`src/hdl/roc_pkg.sv`:
```
//******************************
// Address map, bus regions and
// bus, decode, latch structs
//******************************
`default_nettype none

package roc_pkg;

    // Program ROM start, overridable at the top
    localparam logic [15:0] ROM_BASE_DEF = 16'h6000;
    // FFF0-FFFD reads come from the vector RAM
    localparam logic [15:0] VEC_BASE     = 16'hfff0;
    // I/O page codes, compared against A[15:9]
    localparam logic [ 6:0] IO_RD_PAGE   = 7'h40;   // 8000-81FF
    localparam logic [ 6:0] IO_WR_PAGE   = 7'h18;   // 3000-31FF

    typedef enum logic [3:0] {
        NONE, ROM, VRAM, OBJ, RAM,
        DIP1, DIP3, IMUX, VEC,      // read side of the I/O page
        SND, OREG                   // write side
    } region_e;

    // One CPU bus cycle as seen on the pins
    typedef struct packed {
        logic [15:0] addr;
        logic        rnw;
        logic        vma;
        logic        cen;           // CPU clock enable strobe
        logic [ 7:0] wdata;
    } bus_req_t;

    typedef struct packed {
        region_e     region;
        logic [ 3:0] lo;            // A[3:0]
        logic        wr;            // write strobe
        logic        rd;
        logic [ 7:0] wdata;
    } dec_t;

    // 74LS259 outputs in use
    typedef struct packed {
        logic flip;
        logic snd_on;
        logic mute;
        logic firq_en;
        logic irq_en;
    } ctrl_t;

    typedef struct packed {
        logic [1:0] start;
        logic [1:0] coin;
        logic [5:0] joy1;           // buttons [5:4], directions [3:0]
        logic [5:0] joy2;
        logic       service;
    } cab_t;

endpackage

`default_nettype wire

```
`src/hdl/roc_addr_decode.sv`:
```
//******************************
// Stage 1 address decoder with
// external chip selects
//******************************
`timescale 1ns/1ps
`default_nettype none

module roc_addr_decode import roc_pkg::*; #(
    parameter logic [15:0] ROM_BASE = ROM_BASE_DEF
) (
    input  wire logic        clk,
    input  wire logic        rst,
    input  wire bus_req_t    bus,
    output dec_t             dec,
    output logic             rom_cs,
    output logic             vram_cs,
    output logic             objram_cs,
    output logic             ram_cs,
    output logic [15:0]      rom_addr
);

    region_e region;
    logic    io_cs;          // I/O page hit for this direction
    logic    vec_win;        // FFF0-FFFD
    logic    rom_hit;
    logic    wr_stb;

    assign io_cs   = bus.vma && bus.addr[15:9] == (bus.rnw ? IO_RD_PAGE : IO_WR_PAGE);
    assign vec_win = bus.addr[15:4] == VEC_BASE[15:4] && !(&bus.addr[3:1]);
    assign rom_hit = bus.vma && bus.addr >= ROM_BASE;
    assign wr_stb  = bus.cen && !bus.rnw;

    // Memory selects go out unregistered so the RAMs answer in time
    assign objram_cs = bus.vma && bus.addr[15:11] == 5'b0100_0;   // 4000-47FF
    assign vram_cs   = bus.vma && bus.addr[15:11] == 5'b0100_1;   // 4800-4FFF
    assign ram_cs    = bus.vma && bus.addr[15:12] == 4'b0101;     // 5000-5FFF
    assign rom_cs    = rom_hit && bus.rnw && !vec_win;
    assign rom_addr  = bus.addr - ROM_BASE;

    always_comb begin
        region = NONE;
        if (io_cs) begin
            // A[8:7] picks the device, direction picks the set
            case ({bus.rnw, bus.addr[8:7]})
                3'b1_00: region = DIP1;
                3'b1_01: region = IMUX;
                3'b1_10: region = DIP3;
                3'b1_11: region = VEC;
                3'b0_01: region = OREG;
                3'b0_10: region = SND;
                3'b0_11: region = VEC;
                default: region = NONE;  // write at page offset 0
            endcase
        end else if (objram_cs) begin
            region = OBJ;
        end else if (vram_cs) begin
            region = VRAM;
        end else if (ram_cs) begin
            region = RAM;
        end else if (rom_hit) begin
            // Vector fetches are served by the vector RAM
            region = (bus.rnw && vec_win) ? VEC : ROM;
        end
    end

    always_ff @(posedge clk or posedge rst) begin
        if (rst) begin
            dec.region <= NONE;
            dec.lo     <= 4'd0;
            dec.wr     <= 1'b0;
            dec.rd     <= 1'b0;
            dec.wdata  <= 8'd0;
        end else begin
            dec.region <= region;
            dec.lo     <= bus.addr[3:0];
            dec.wr     <= wr_stb;
            dec.rd     <= bus.vma && bus.rnw;
            dec.wdata  <= bus.wdata;       // write byte follows its select
        end
    end

endmodule

`default_nettype wire

```
`src/hdl/roc_ctrl_latch.sv`:
```
//******************************
// Stage 2 write path, sound and
// output latches, vector RAM
//******************************
`timescale 1ns/1ps
`default_nettype none

module roc_ctrl_latch import roc_pkg::*; (
    input  wire logic        clk,
    input  wire logic        rst,
    input  wire dec_t        dec,
    output logic      [ 7:0] snd_latch,
    output ctrl_t            ctrl,
    output logic      [ 7:0] vec_dout
);

    logic [7:0] vec_mem [0:15];   // interrupt vectors, FFF0-FFFD
    logic       snd_we;
    logic       oreg_we;
    logic       vec_we;
    logic       bit_d;            // latch data is D0 only

    assign snd_we  = dec.wr && dec.region == SND;
    assign oreg_we = dec.wr && dec.region == OREG;
    assign vec_we  = dec.wr && dec.region == VEC;
    assign bit_d   = dec.wdata[0];

    // Sound command byte
    always_ff @(posedge clk or posedge rst) begin
        if (rst) begin
            snd_latch <= 8'd0;
        end else if (snd_we) begin
            snd_latch <= dec.wdata;
        end
    end

    // Addressable latch, one output per A[2:0]
    always_ff @(posedge clk or posedge rst) begin
        if (rst) begin
            ctrl.flip    <= 1'b0;
            ctrl.snd_on  <= 1'b0;
            ctrl.mute    <= 1'b0;
            ctrl.firq_en <= 1'b0;
            ctrl.irq_en  <= 1'b0;
        end else if (oreg_we) begin
            case (dec.lo[2:0])
                3'd0: ctrl.flip    <= bit_d;
                3'd1: ctrl.snd_on  <= bit_d;
                3'd2: ctrl.mute    <= bit_d;
                // 3 and 4 drive the coin counters, 5 is open
                3'd6: ctrl.firq_en <= bit_d;
                3'd7: ctrl.irq_en  <= bit_d;
                default: ;
            endcase
        end
    end

    // Vector RAM write port
    always_ff @(posedge clk) begin
        if (vec_we) begin
            vec_mem[dec.lo] <= dec.wdata;
        end
    end

    // Async read, registered downstream in the read mux
    assign vec_dout = vec_mem[dec.lo];

endmodule

`default_nettype wire

```
`src/hdl/roc_irq_gen.sv`:
```
//******************************
// VBL edge detect, IRQ and FIRQ
//******************************
`timescale 1ns/1ps
`default_nettype none

module roc_irq_gen import roc_pkg::*; (
    input  wire logic  clk,
    input  wire logic  rst,
    input  wire logic  lvbl,
    input  wire logic  dip_pause,
    input  wire ctrl_t ctrl,
    output logic       irq_n,
    output logic       firq_n
);

    logic lvbl_r;        // synchronised LVBL
    logic lvbl_rr;       // previous sample
    logic vbl_fall;
    logic odd_frame;     // FIRQ every second frame

    assign vbl_fall = lvbl_rr && !lvbl_r;

    always_ff @(posedge clk or posedge rst) begin
        if (rst) begin
            lvbl_r  <= 1'b1;
            lvbl_rr <= 1'b1;
        end else begin
            lvbl_r  <= lvbl;
            lvbl_rr <= lvbl_r;
        end
    end

    // IRQ once per frame while running
    always_ff @(posedge clk or posedge rst) begin
        if (rst) begin
            irq_n <= 1'b1;
        end else if (!ctrl.irq_en) begin
            irq_n <= 1'b1;                  // disable acts as ack
        end else if (vbl_fall && dip_pause) begin
            irq_n <= 1'b0;
        end
    end

    always_ff @(posedge clk or posedge rst) begin
        if (rst) begin
            odd_frame <= 1'b0;
            firq_n    <= 1'b1;
        end else begin
            if (vbl_fall) begin
                odd_frame <= !odd_frame;
                if (!odd_frame) firq_n <= 1'b0;     // even frames only
            end
            // Clear wins over a same-cycle set
            if (!ctrl.firq_en || !dip_pause) firq_n <= 1'b1;
        end
    end

endmodule

`default_nettype wire

```
`src/hdl/roc_main_bus.sv`:
```
//******************************
// Main board bus glue top level
//******************************
`timescale 1ns/1ps
`default_nettype none

module roc_main_bus import roc_pkg::*; #(
    parameter logic [15:0] ROM_BASE = ROM_BASE_DEF
) (
    input  wire logic        clk,
    input  wire logic        rst,
    // CPU side
    input  wire bus_req_t    bus,
    output logic      [ 7:0] cpu_din,
    // Program ROM
    output logic      [15:0] rom_addr,
    output logic             rom_cs,
    input  wire logic [ 7:0] rom_data,
    input  wire logic        rom_ok,
    output logic             rom_ok_out,
    // Video and work memories
    output logic             vram_cs,
    output logic             objram_cs,
    output logic             ram_cs,
    input  wire logic [ 7:0] vram_dout,
    input  wire logic [ 7:0] obj_dout,
    input  wire logic [ 7:0] ram_dout,
    // Cabinet and DIPs
    input  wire cab_t        cab,
    input  wire logic [23:0] dipsw,
    input  wire logic        dip_pause,
    // Sound, config, status
    output logic      [ 7:0] snd_latch,
    output ctrl_t            ctrl,
    output logic      [ 7:0] st_dout,
    // Interrupts
    input  wire logic        lvbl,
    output logic             irq_n,
    output logic             firq_n
);

    dec_t       dec;         // stage 1 result, shared by both stage 2 blocks
    logic [7:0] vec_dout;

    assign st_dout    = {3'b000, ctrl.mute, ctrl.snd_on, ctrl.flip,
                         ctrl.firq_en, ctrl.irq_en};
    assign rom_ok_out = rom_ok;    // status only, no wait states

    roc_addr_decode #(
        .ROM_BASE  (ROM_BASE)
    ) decode_i (
        .clk       (clk),
        .rst       (rst),
        .bus       (bus),
        .dec       (dec),
        .rom_cs    (rom_cs),
        .vram_cs   (vram_cs),
        .objram_cs (objram_cs),
        .ram_cs    (ram_cs),
        .rom_addr  (rom_addr)
    );

    roc_read_mux read_i (
        .clk       (clk),
        .rst       (rst),
        .dec       (dec),
        .rom_data  (rom_data),
        .vram_dout (vram_dout),
        .obj_dout  (obj_dout),
        .ram_dout  (ram_dout),
        .vec_dout  (vec_dout),
        .dipsw     (dipsw),
        .cab       (cab),
        .cpu_din   (cpu_din)
    );

    roc_ctrl_latch latch_i (
        .clk       (clk),
        .rst       (rst),
        .dec       (dec),
        .snd_latch (snd_latch),
        .ctrl      (ctrl),
        .vec_dout  (vec_dout)
    );

    // interrupts follow the latch enables
    roc_irq_gen irq_i (
        .clk       (clk),
        .rst       (rst),
        .lvbl      (lvbl),
        .dip_pause (dip_pause),
        .ctrl      (ctrl),
        .irq_n     (irq_n),
        .firq_n    (firq_n)
    );

endmodule

`default_nettype wire

```
`src/hdl/roc_read_mux.sv`:
```
//******************************
// Stage 2 read path, cabinet
// formatting and CPU data reg
//******************************
`timescale 1ns/1ps
`default_nettype none

module roc_read_mux import roc_pkg::*; (
    input  wire logic        clk,
    input  wire logic        rst,
    input  wire dec_t        dec,
    input  wire logic [ 7:0] rom_data,
    input  wire logic [ 7:0] vram_dout,
    input  wire logic [ 7:0] obj_dout,
    input  wire logic [ 7:0] ram_dout,
    input  wire logic [ 7:0] vec_dout,
    input  wire logic [23:0] dipsw,
    input  wire cab_t        cab,
    output logic      [ 7:0] cpu_din
);

    logic [7:0] cabinet;     // IMUX byte
    logic [7:0] rd_byte;     // byte of the selected region

    // Player byte: two pulled-up bits, buttons, directions as 2,3,0,1
    function automatic logic [7:0] joy_byte(input logic [5:0] joy);
        joy_byte = {2'b11, joy[5:4], joy[2], joy[3], joy[0], joy[1]};
    endfunction

    always_comb begin
        case (dec.lo[1:0])
            2'd0:    cabinet = {3'b111, cab.start, cab.service, cab.coin};
            2'd1:    cabinet = joy_byte(cab.joy1);
            2'd2:    cabinet = joy_byte(cab.joy2);
            default: cabinet = dipsw[15:8];     // middle DIP bank
        endcase
    end

    always_comb begin
        case (dec.region)
            ROM:     rd_byte = rom_data;
            VRAM:    rd_byte = vram_dout;
            OBJ:     rd_byte = obj_dout;
            RAM:     rd_byte = ram_dout;
            DIP1:    rd_byte = dipsw[7:0];
            DIP3:    rd_byte = dipsw[23:16];
            IMUX:    rd_byte = cabinet;
            VEC:     rd_byte = vec_dout;
            // open bus floats high
            default: rd_byte = 8'hff;
        endcase
    end

    // Data bus is held between reads
    always_ff @(posedge clk or posedge rst) begin
        if (rst) begin
            cpu_din <= 8'hff;
        end else if (dec.rd) begin
            cpu_din <= rd_byte;
        end
    end

endmodule

`default_nettype wire

```
`config.mk`:
```
export PLATFORM = sky130hd
export DESIGN_NAME = roc_main_bus
export DESIGN_NICKNAME = d
export VERILOG_FILES = /design/src/hdl/roc_pkg.sv /design/src/hdl/roc_addr_decode.sv /design/src/hdl/roc_ctrl_latch.sv /design/src/hdl/roc_irq_gen.sv /design/src/hdl/roc_main_bus.sv /design/src/hdl/roc_read_mux.sv
export SDC_FILE = /design/constraint.sdc
export NUM_CORES = 1
export LEC_CHECK = 0
export BUFFER_PORTS_ARGS = -buffer_cell sky130_fd_sc_hd__buf_2
export CORE_ASPECT_RATIO = 1.1
export CORE_MARGIN = 5
export CORE_UTILIZATION = 54
export DETAILED_ROUTE_END_ITERATION = 12
export HOLD_SLACK_MARGIN = 0.15
export PLACE_DENSITY = 0.79
export SYNTH_ARGS = -nofsm -noshare
export SYNTH_HDL_FRONTEND = slang
export SYNTH_SLANG_ARGS = --single-unit
```
`constraint.sdc`:
```
create_clock -name clk -period 2.45 [get_ports clk]
set_input_delay 0.245 -clock clk [delete_from_list [all_inputs] [get_ports clk]]
set_output_delay 0.245 -clock clk [all_outputs]
set_load 0.02 [all_outputs]
```
### After elaboration in Yosys (flattened, before gate mapping)

Memory sizes are Yosys's and may differ from the RTL's.
Index checks and enable logic that the tools add are counted.

| storage, ports and cells | value |
|---|---|
| bits in registers | 44 |
| output and inout bits | 52 |
| word-level logic and storage cells | 102 |
| memories | 1 |
| bits of input ports | 105 |
| memory bits (writable) | 128 |

Memories:

| name | depth | bits a word | read ports | clocked after Yosys merged registers in | write ports | line | RTL |
|---|---|---|---|---|---|---|---|
| latch_i.vec_mem | 16 | 8 | 1 | 0 | 1 | roc_ctrl_latch.sv:17 | `logic [7:0] vec_mem [0:15];` |

| cells by class | value |
|---|---|
| reduce and logical (&&, ||, !) cells | 35 |
| eq/ne operators | 30 |
| mux-type cells | 17 |
| $add $sub $neg | 1 |
| order comparisons | 1 |

Operators with widths:

| cell | number |
|---|---|
| one-hot mux 8 bit (8 select lines) | 1 |
| 2-to-1 mux 4 bit | 6 |
| one-hot mux 4 bit (6 select lines) | 1 |
| one-hot mux 8 bit (3 select lines) | 1 |
| == test 4 x 3 -> 1 bit (second input constant) | 5 |
| == test 3 bit (second input constant) | 6 |
| greater-or-equal comparator 16 x 15 -> 1 bit (second input constant) | 1 |
| logical AND 1 bit | 16 |
| subtractor 16 x 15 -> 16 bit (second input constant) | 1 |
| == test 12 bit (second input constant) | 1 |
| == test 4 bit (second input constant) | 3 |
| AND reduction 2 bit | 6 |
| == test 5 x 4 -> 1 bit (second input constant) | 2 |
| == test 3 x 2 -> 1 bit (second input constant) | 3 |
| == test 4 x 2 -> 1 bit (second input constant) | 2 |
| == test 7 bit | 1 |
| logical NOT 1 bit | 7 |
| 2-to-1 mux 1 bit | 7 |
| 2-to-1 mux 7 bit | 1 |
| == test 3 x 1 -> 1 bit (second input constant) | 2 |
| == test 4 x 1 -> 1 bit (second input constant) | 1 |
| logical NOT 3 bit | 1 |
| AND reduction 3 bit | 1 |
| == test 2 x 1 -> 1 bit (second input constant) | 1 |
| 7 further kinds | 7 |

### Logic depth before layout (Yosys ltp)

| logic depth | value |
|---|---|
| depth in word-level cells | 10 |
| gate-level depth with buffers | 8 |
| gate-level depth less buffers | 7 |

### Modules after synthesis

Synthesis repeated with hierarchy kept, for this count alone.

| second synthesis, totals | value |
|---|---|
| cells, all modules | 488 |
| area total of the unflattened synthesis | 7,803.7 µm² |

Modules (own cells, without submodules):

| module | area an instance (µm²) | times used | cells each |
|---|---|---|---|
| roc_ctrl_latch | 5,621.6 | 1 | 264 |
| roc_read_mux | 1,064.8 | 1 | 122 |
| roc_addr_decode | 847.1 | 1 | 78 |
| roc_irq_gen | 198.9 | 1 | 14 |
| roc_main_bus | 71.3 | 1 | 10 |

### Worst setup path before layout

Ideal clock, no wire load.

| timing path | value |
|---|---|
| kind | register -> register |
| start point | reg decode_i.dec[14] (netlist name) |
| end point | mem latch_i.vec_mem[1][0], enable pin |
| cell stages (with the launch flop) | 6 |
| data arrival time | 1.872 ns |
| setup time | 0.383 ns |
| data required time | 2.067 ns |
| path buffers | 2 |
| slack | 0.195 ns |
| path through | dfrtp_1 clkbuf_1 clkbuf_1 nor3_1 nand3b_1 nor3_1 |

| between the ends | value |
|---|---|
| cells in the longest elaborated chain, start to end | 4 |

RTL lines:

| element | line | RTL |
|---|---|---|
| == test 4 bit | roc_ctrl_latch.sv:25 | `assign vec_we = dec.wr && dec.region == VEC;` |
| logical AND 1 bit | roc_ctrl_latch.sv:25 |  |
| 2-to-1 mux 1 bit | roc_ctrl_latch.sv:60 | `if (vec_we) begin` |
| 2-to-1 mux 1 bit (implied by the code) | roc_ctrl_latch.sv:61 | `vec_mem[dec.lo] <= dec.wdata;` |
| end: declaration | roc_ctrl_latch.sv:17 |  |

Every way passes these cells.

### Worst setup path after layout

| timing path | value |
|---|---|
| start point | reg decode_i.dec[10] (netlist name) |
| end point | reg read_i.cpu_din[3] |

| between the ends | value |
|---|---|
| cells in the longest elaborated chain, start to end | 3 |
| elaborated cells on any way between the ends | 6 |
| those cells by class | eq/ne (2); mux (2); reduce/logical (1); memory (1) |

RTL lines:

| element | line | RTL |
|---|---|---|
| parallel branches: the longest is 2 deep, another holds memory (16 x 8 bit) | - |  |
| one-hot mux 8 bit (8 select lines) (*) | roc_read_mux.sv:40 | `case (dec.region)` |
| end signal: assignment | roc_read_mux.sv:59 | `cpu_din <= rd_byte;` |
| end: declaration | roc_read_mux.sv:19 | `output logic [ 7:0] cpu_din` |

Mark *: on every way between the ends.
A chain may end at the register's enable or synchronous reset.

==> impl_metrics.yaml <==
setup_path:
  worstPathRequired_ps: 2770
  reg2reg_to: "read_i.cpu_din[3]$_DFFE_PP1P_"
  crit_arrival_ps: 2570
  reg2reg_depth: 4
  start_kind: "flip-flop"
  path_class: "reg2reg"
  r2r-start: "decode_i.dec[10]$_DFF_PP0_"
  end_kind: "flip-flop"
  cp_max_fo: 16
  crit_start: "decode_i.dec[10]$_DFF_PP0_"
  reg2reg_slack_ps: 210
cts:
  htreeDepth: 4
  clk_pin_slew_ps: 70
  clock-root-buffer: "clkbuf_16"
  cts_tree: "done"
  cts_max_path_buffers: 2
  clkSinkCount: 172
  cts_made_buffers: 17
  clock_latency_ps: 420
sta:
  max_freq_ghz: 0.446
  fin_tns_setup_ps: 0
  min_period_ps: 2240
  fin_crit_sh_pct: 91.6
  worst_pin_slew_ps: 668
  skew_ps: 12.1
  rsz0062_at_grt: "no"
  slew_viol_final: 0
  finalWorstSetupSlack_ps: 206
  finalHoldViolations: 0
  slew_headroom_pct: 55.4
  setup_viol: 0
floorplan:
  core_area_um2: 13700
  die_area_um2: 16400
  die_w_um: 123
  initial_core_util_pct: 55.0
  die_y_um: 134
  rows: 45
  design.portCount: 157
power:
  total_power_mw: 6.46
  vdd_ir_drop_max_v: 0.000515
  powerDensity_nw_per_um2: 694
  leakage_nw: 3.63
yosys:
  synth-edff-count: 128
  synth.distinct_cells: 49
  synth_top_family_by_area: "multiplexers"
  synth-xor-area-share_pct: 0.232
  synth_seq_area_share_pct: 65.7
  synthSimpleGateAreaFrac_pct: 8.12
  synth_compound_area_share_pct: 7.09
  synthMuxAreaShare_pct: 14.4
  synthFlopType: "edfxtp_1"
  synthAdderAreaFrac_pct: 0.331
  avgSynthCellArea_um2: 15.3
  synthCells: 494
  yosysWarnings: 0
  synth_area_um2: 7550
  synthArstFlopShare_pct: 25.6
  synth-seq-cells: 172
route:
  vias: 5077
  ant_nets: 0
  drc: 0
  first_iter_violations: 433
  viasPerCell: 5.84
  first_pass_iters: 5
  wl_per_cell_um: 21.5
  routed_wl_mm: 18.7
layout:
  final_cells: 869
  area_growth_pct: 23.3
  final_cell_mix: "buf_2 (151), edfxtp_1 (128), nor2_1 (45)"
  final_common_cell: "buf_2"
  nets: 775
  insertedDiodeCount: 0
  fin_util_pct: 67.7
  layout-drive-gt1-share_pct: 41.7
min_path:
  hold_start: "bus[10]"
  hold_end: "decode_i.dec[16]$_DFF_PP0_"
  hp-class: "in2reg"
  hold_depth: 3
global_route:
  grt_pass1_wl_mm: 28.4
  gr-total-overflow: 0
  grt_max_degree: 28
  first_global_vias: 5107
  grt_usage_pct: 23.3
  antenna_found_initial: 0
place:
  port_buffers: 151
  hpwl_mm: 13.3
  globalplace.congestion: 0.850
  place_ws_ps: 112
  dp_cells: 818
flow_run:
  drv_cap: 0
outcome:
  outcome: "finished, final reports clean"
==> how the worst max path moves through the flow <==
| stage | end | slack, ps | depth (start not counted) |
|---|---|---|---|
| finish | read_i.cpu_din[3]$_DFFE_PP1P_ | 210 | 4 |
| global route | read_i.cpu_din[3]$_DFFE_PP1P_ | 9 | 5 |
| CTS | read_i.cpu_din[3]$_DFFE_PP1P_ | 20 | 4 |
| detailed placement | read_i.cpu_din[3]$_DFFE_PP1P_ | 110 | 4 |
| global placement | read_i.cpu_din[3]$_DFFE_PP1P_ | 160 | 4 |
| floorplan | latch_i.vec_mem[1][0]$_DFFE_PP_ | 200 | 5 |
==> Yosys cell counts, types with 9 or more instances <==
cell,number,area [um2]
a22o_1,12,105
nor2_1,45,169
nor2b_1,16,100
nor3_1,10,50.1
mux2_2,16,180
dfrtp_1,32,801
clkbuf_1,17,63.8
a22oi_1,15,113
buf_4,25,188
a21oi_1,10,50.1
edfxtp_1,128,3840
dfstp_2,12,315
nand2_1,16,60.1
o21ai_0,9,45.0
mux4_2,37,833
==> routing by layer <==
layer,vias to the layer above,GRT usage (%),share of wire [%]
met5,-,0,0
met4,0,8.65,2.8
met3,39,5.78,9.1
met2,307,39.7,51
met1,2488,28.9,37
li1,2243,-,-
==> sequential cells by signal, summed over array words and instances, names as in the netlist <==
name and count:
decode_i.dec 18, irq_i.firq_n 1, irq_i.irq_n 1, irq_i.lvbl_r 1
irq_i.lvbl_rr 1, irq_i.odd_frame 1, latch_i.ctrl 5, latch_i.snd_latch 8
latch_i.vec_mem 128, read_i.cpu_din 8
==> area by class of cell <==
class                           count  area, um2
Sequential cell                   172       4960
Tap cell                          188        235
Multi-Input combinational cell    268       2290
Inverter                            7       26.3
Timing Repair Buffer              202       1200
Clock inverter                     15        173
Clock buffer                       17        425
Fill cell                         952       4430
==> through the flow <==
step | hold WS (ps) | cell area (um2)
6_report | 173 | 9310
2_1_floorplan | 249 | 7560
4_1_cts | 155 | 9310
5_1_grt | 185 | 9310
3_3_place_gp | 342 | 8520
3_5_place_dp | 351 | 8520
==> cell families (layout without fill, tap and decap cells) <==
family	count (synthesis)	after routing
DFF	172	172
and+or+nand+nor	123	123
other	1	3
buffers and inverters	56	241
xor gates and xnor gates	2	2
muxes	60	60
AOI/OAI and AO/OA	78	78
adders and majority gates	2	2
==> critical path: stages, from the launching register on <==
cell and delay (ps):
dfrtp_2 690, mux4_2 580, nor2b_1 180, a2111oi_1 560, a21oi_1 150
==> power by group <==
part | switching [mW] | internal, mW | total, mW | leakage, nW
combinational | 0.261 | 0.244 | 0.505 | 1.64
clock | 1.14 | 1.54 | 2.68 | 0.296
sequential | 0.0789 | 3.19 | 3.27 | 1.69
==> timing repair <==
item | in CTS | in global routing
hold buffers | 19 | 0
endpoints found under the setup margin | 0 | 1
gates resized for setup | 0 | 1
buffers inserted | 0 | 0
endpoints found under the hold margin | 35 | 0
Note: power is estimated with default switching activity, not from simulation.
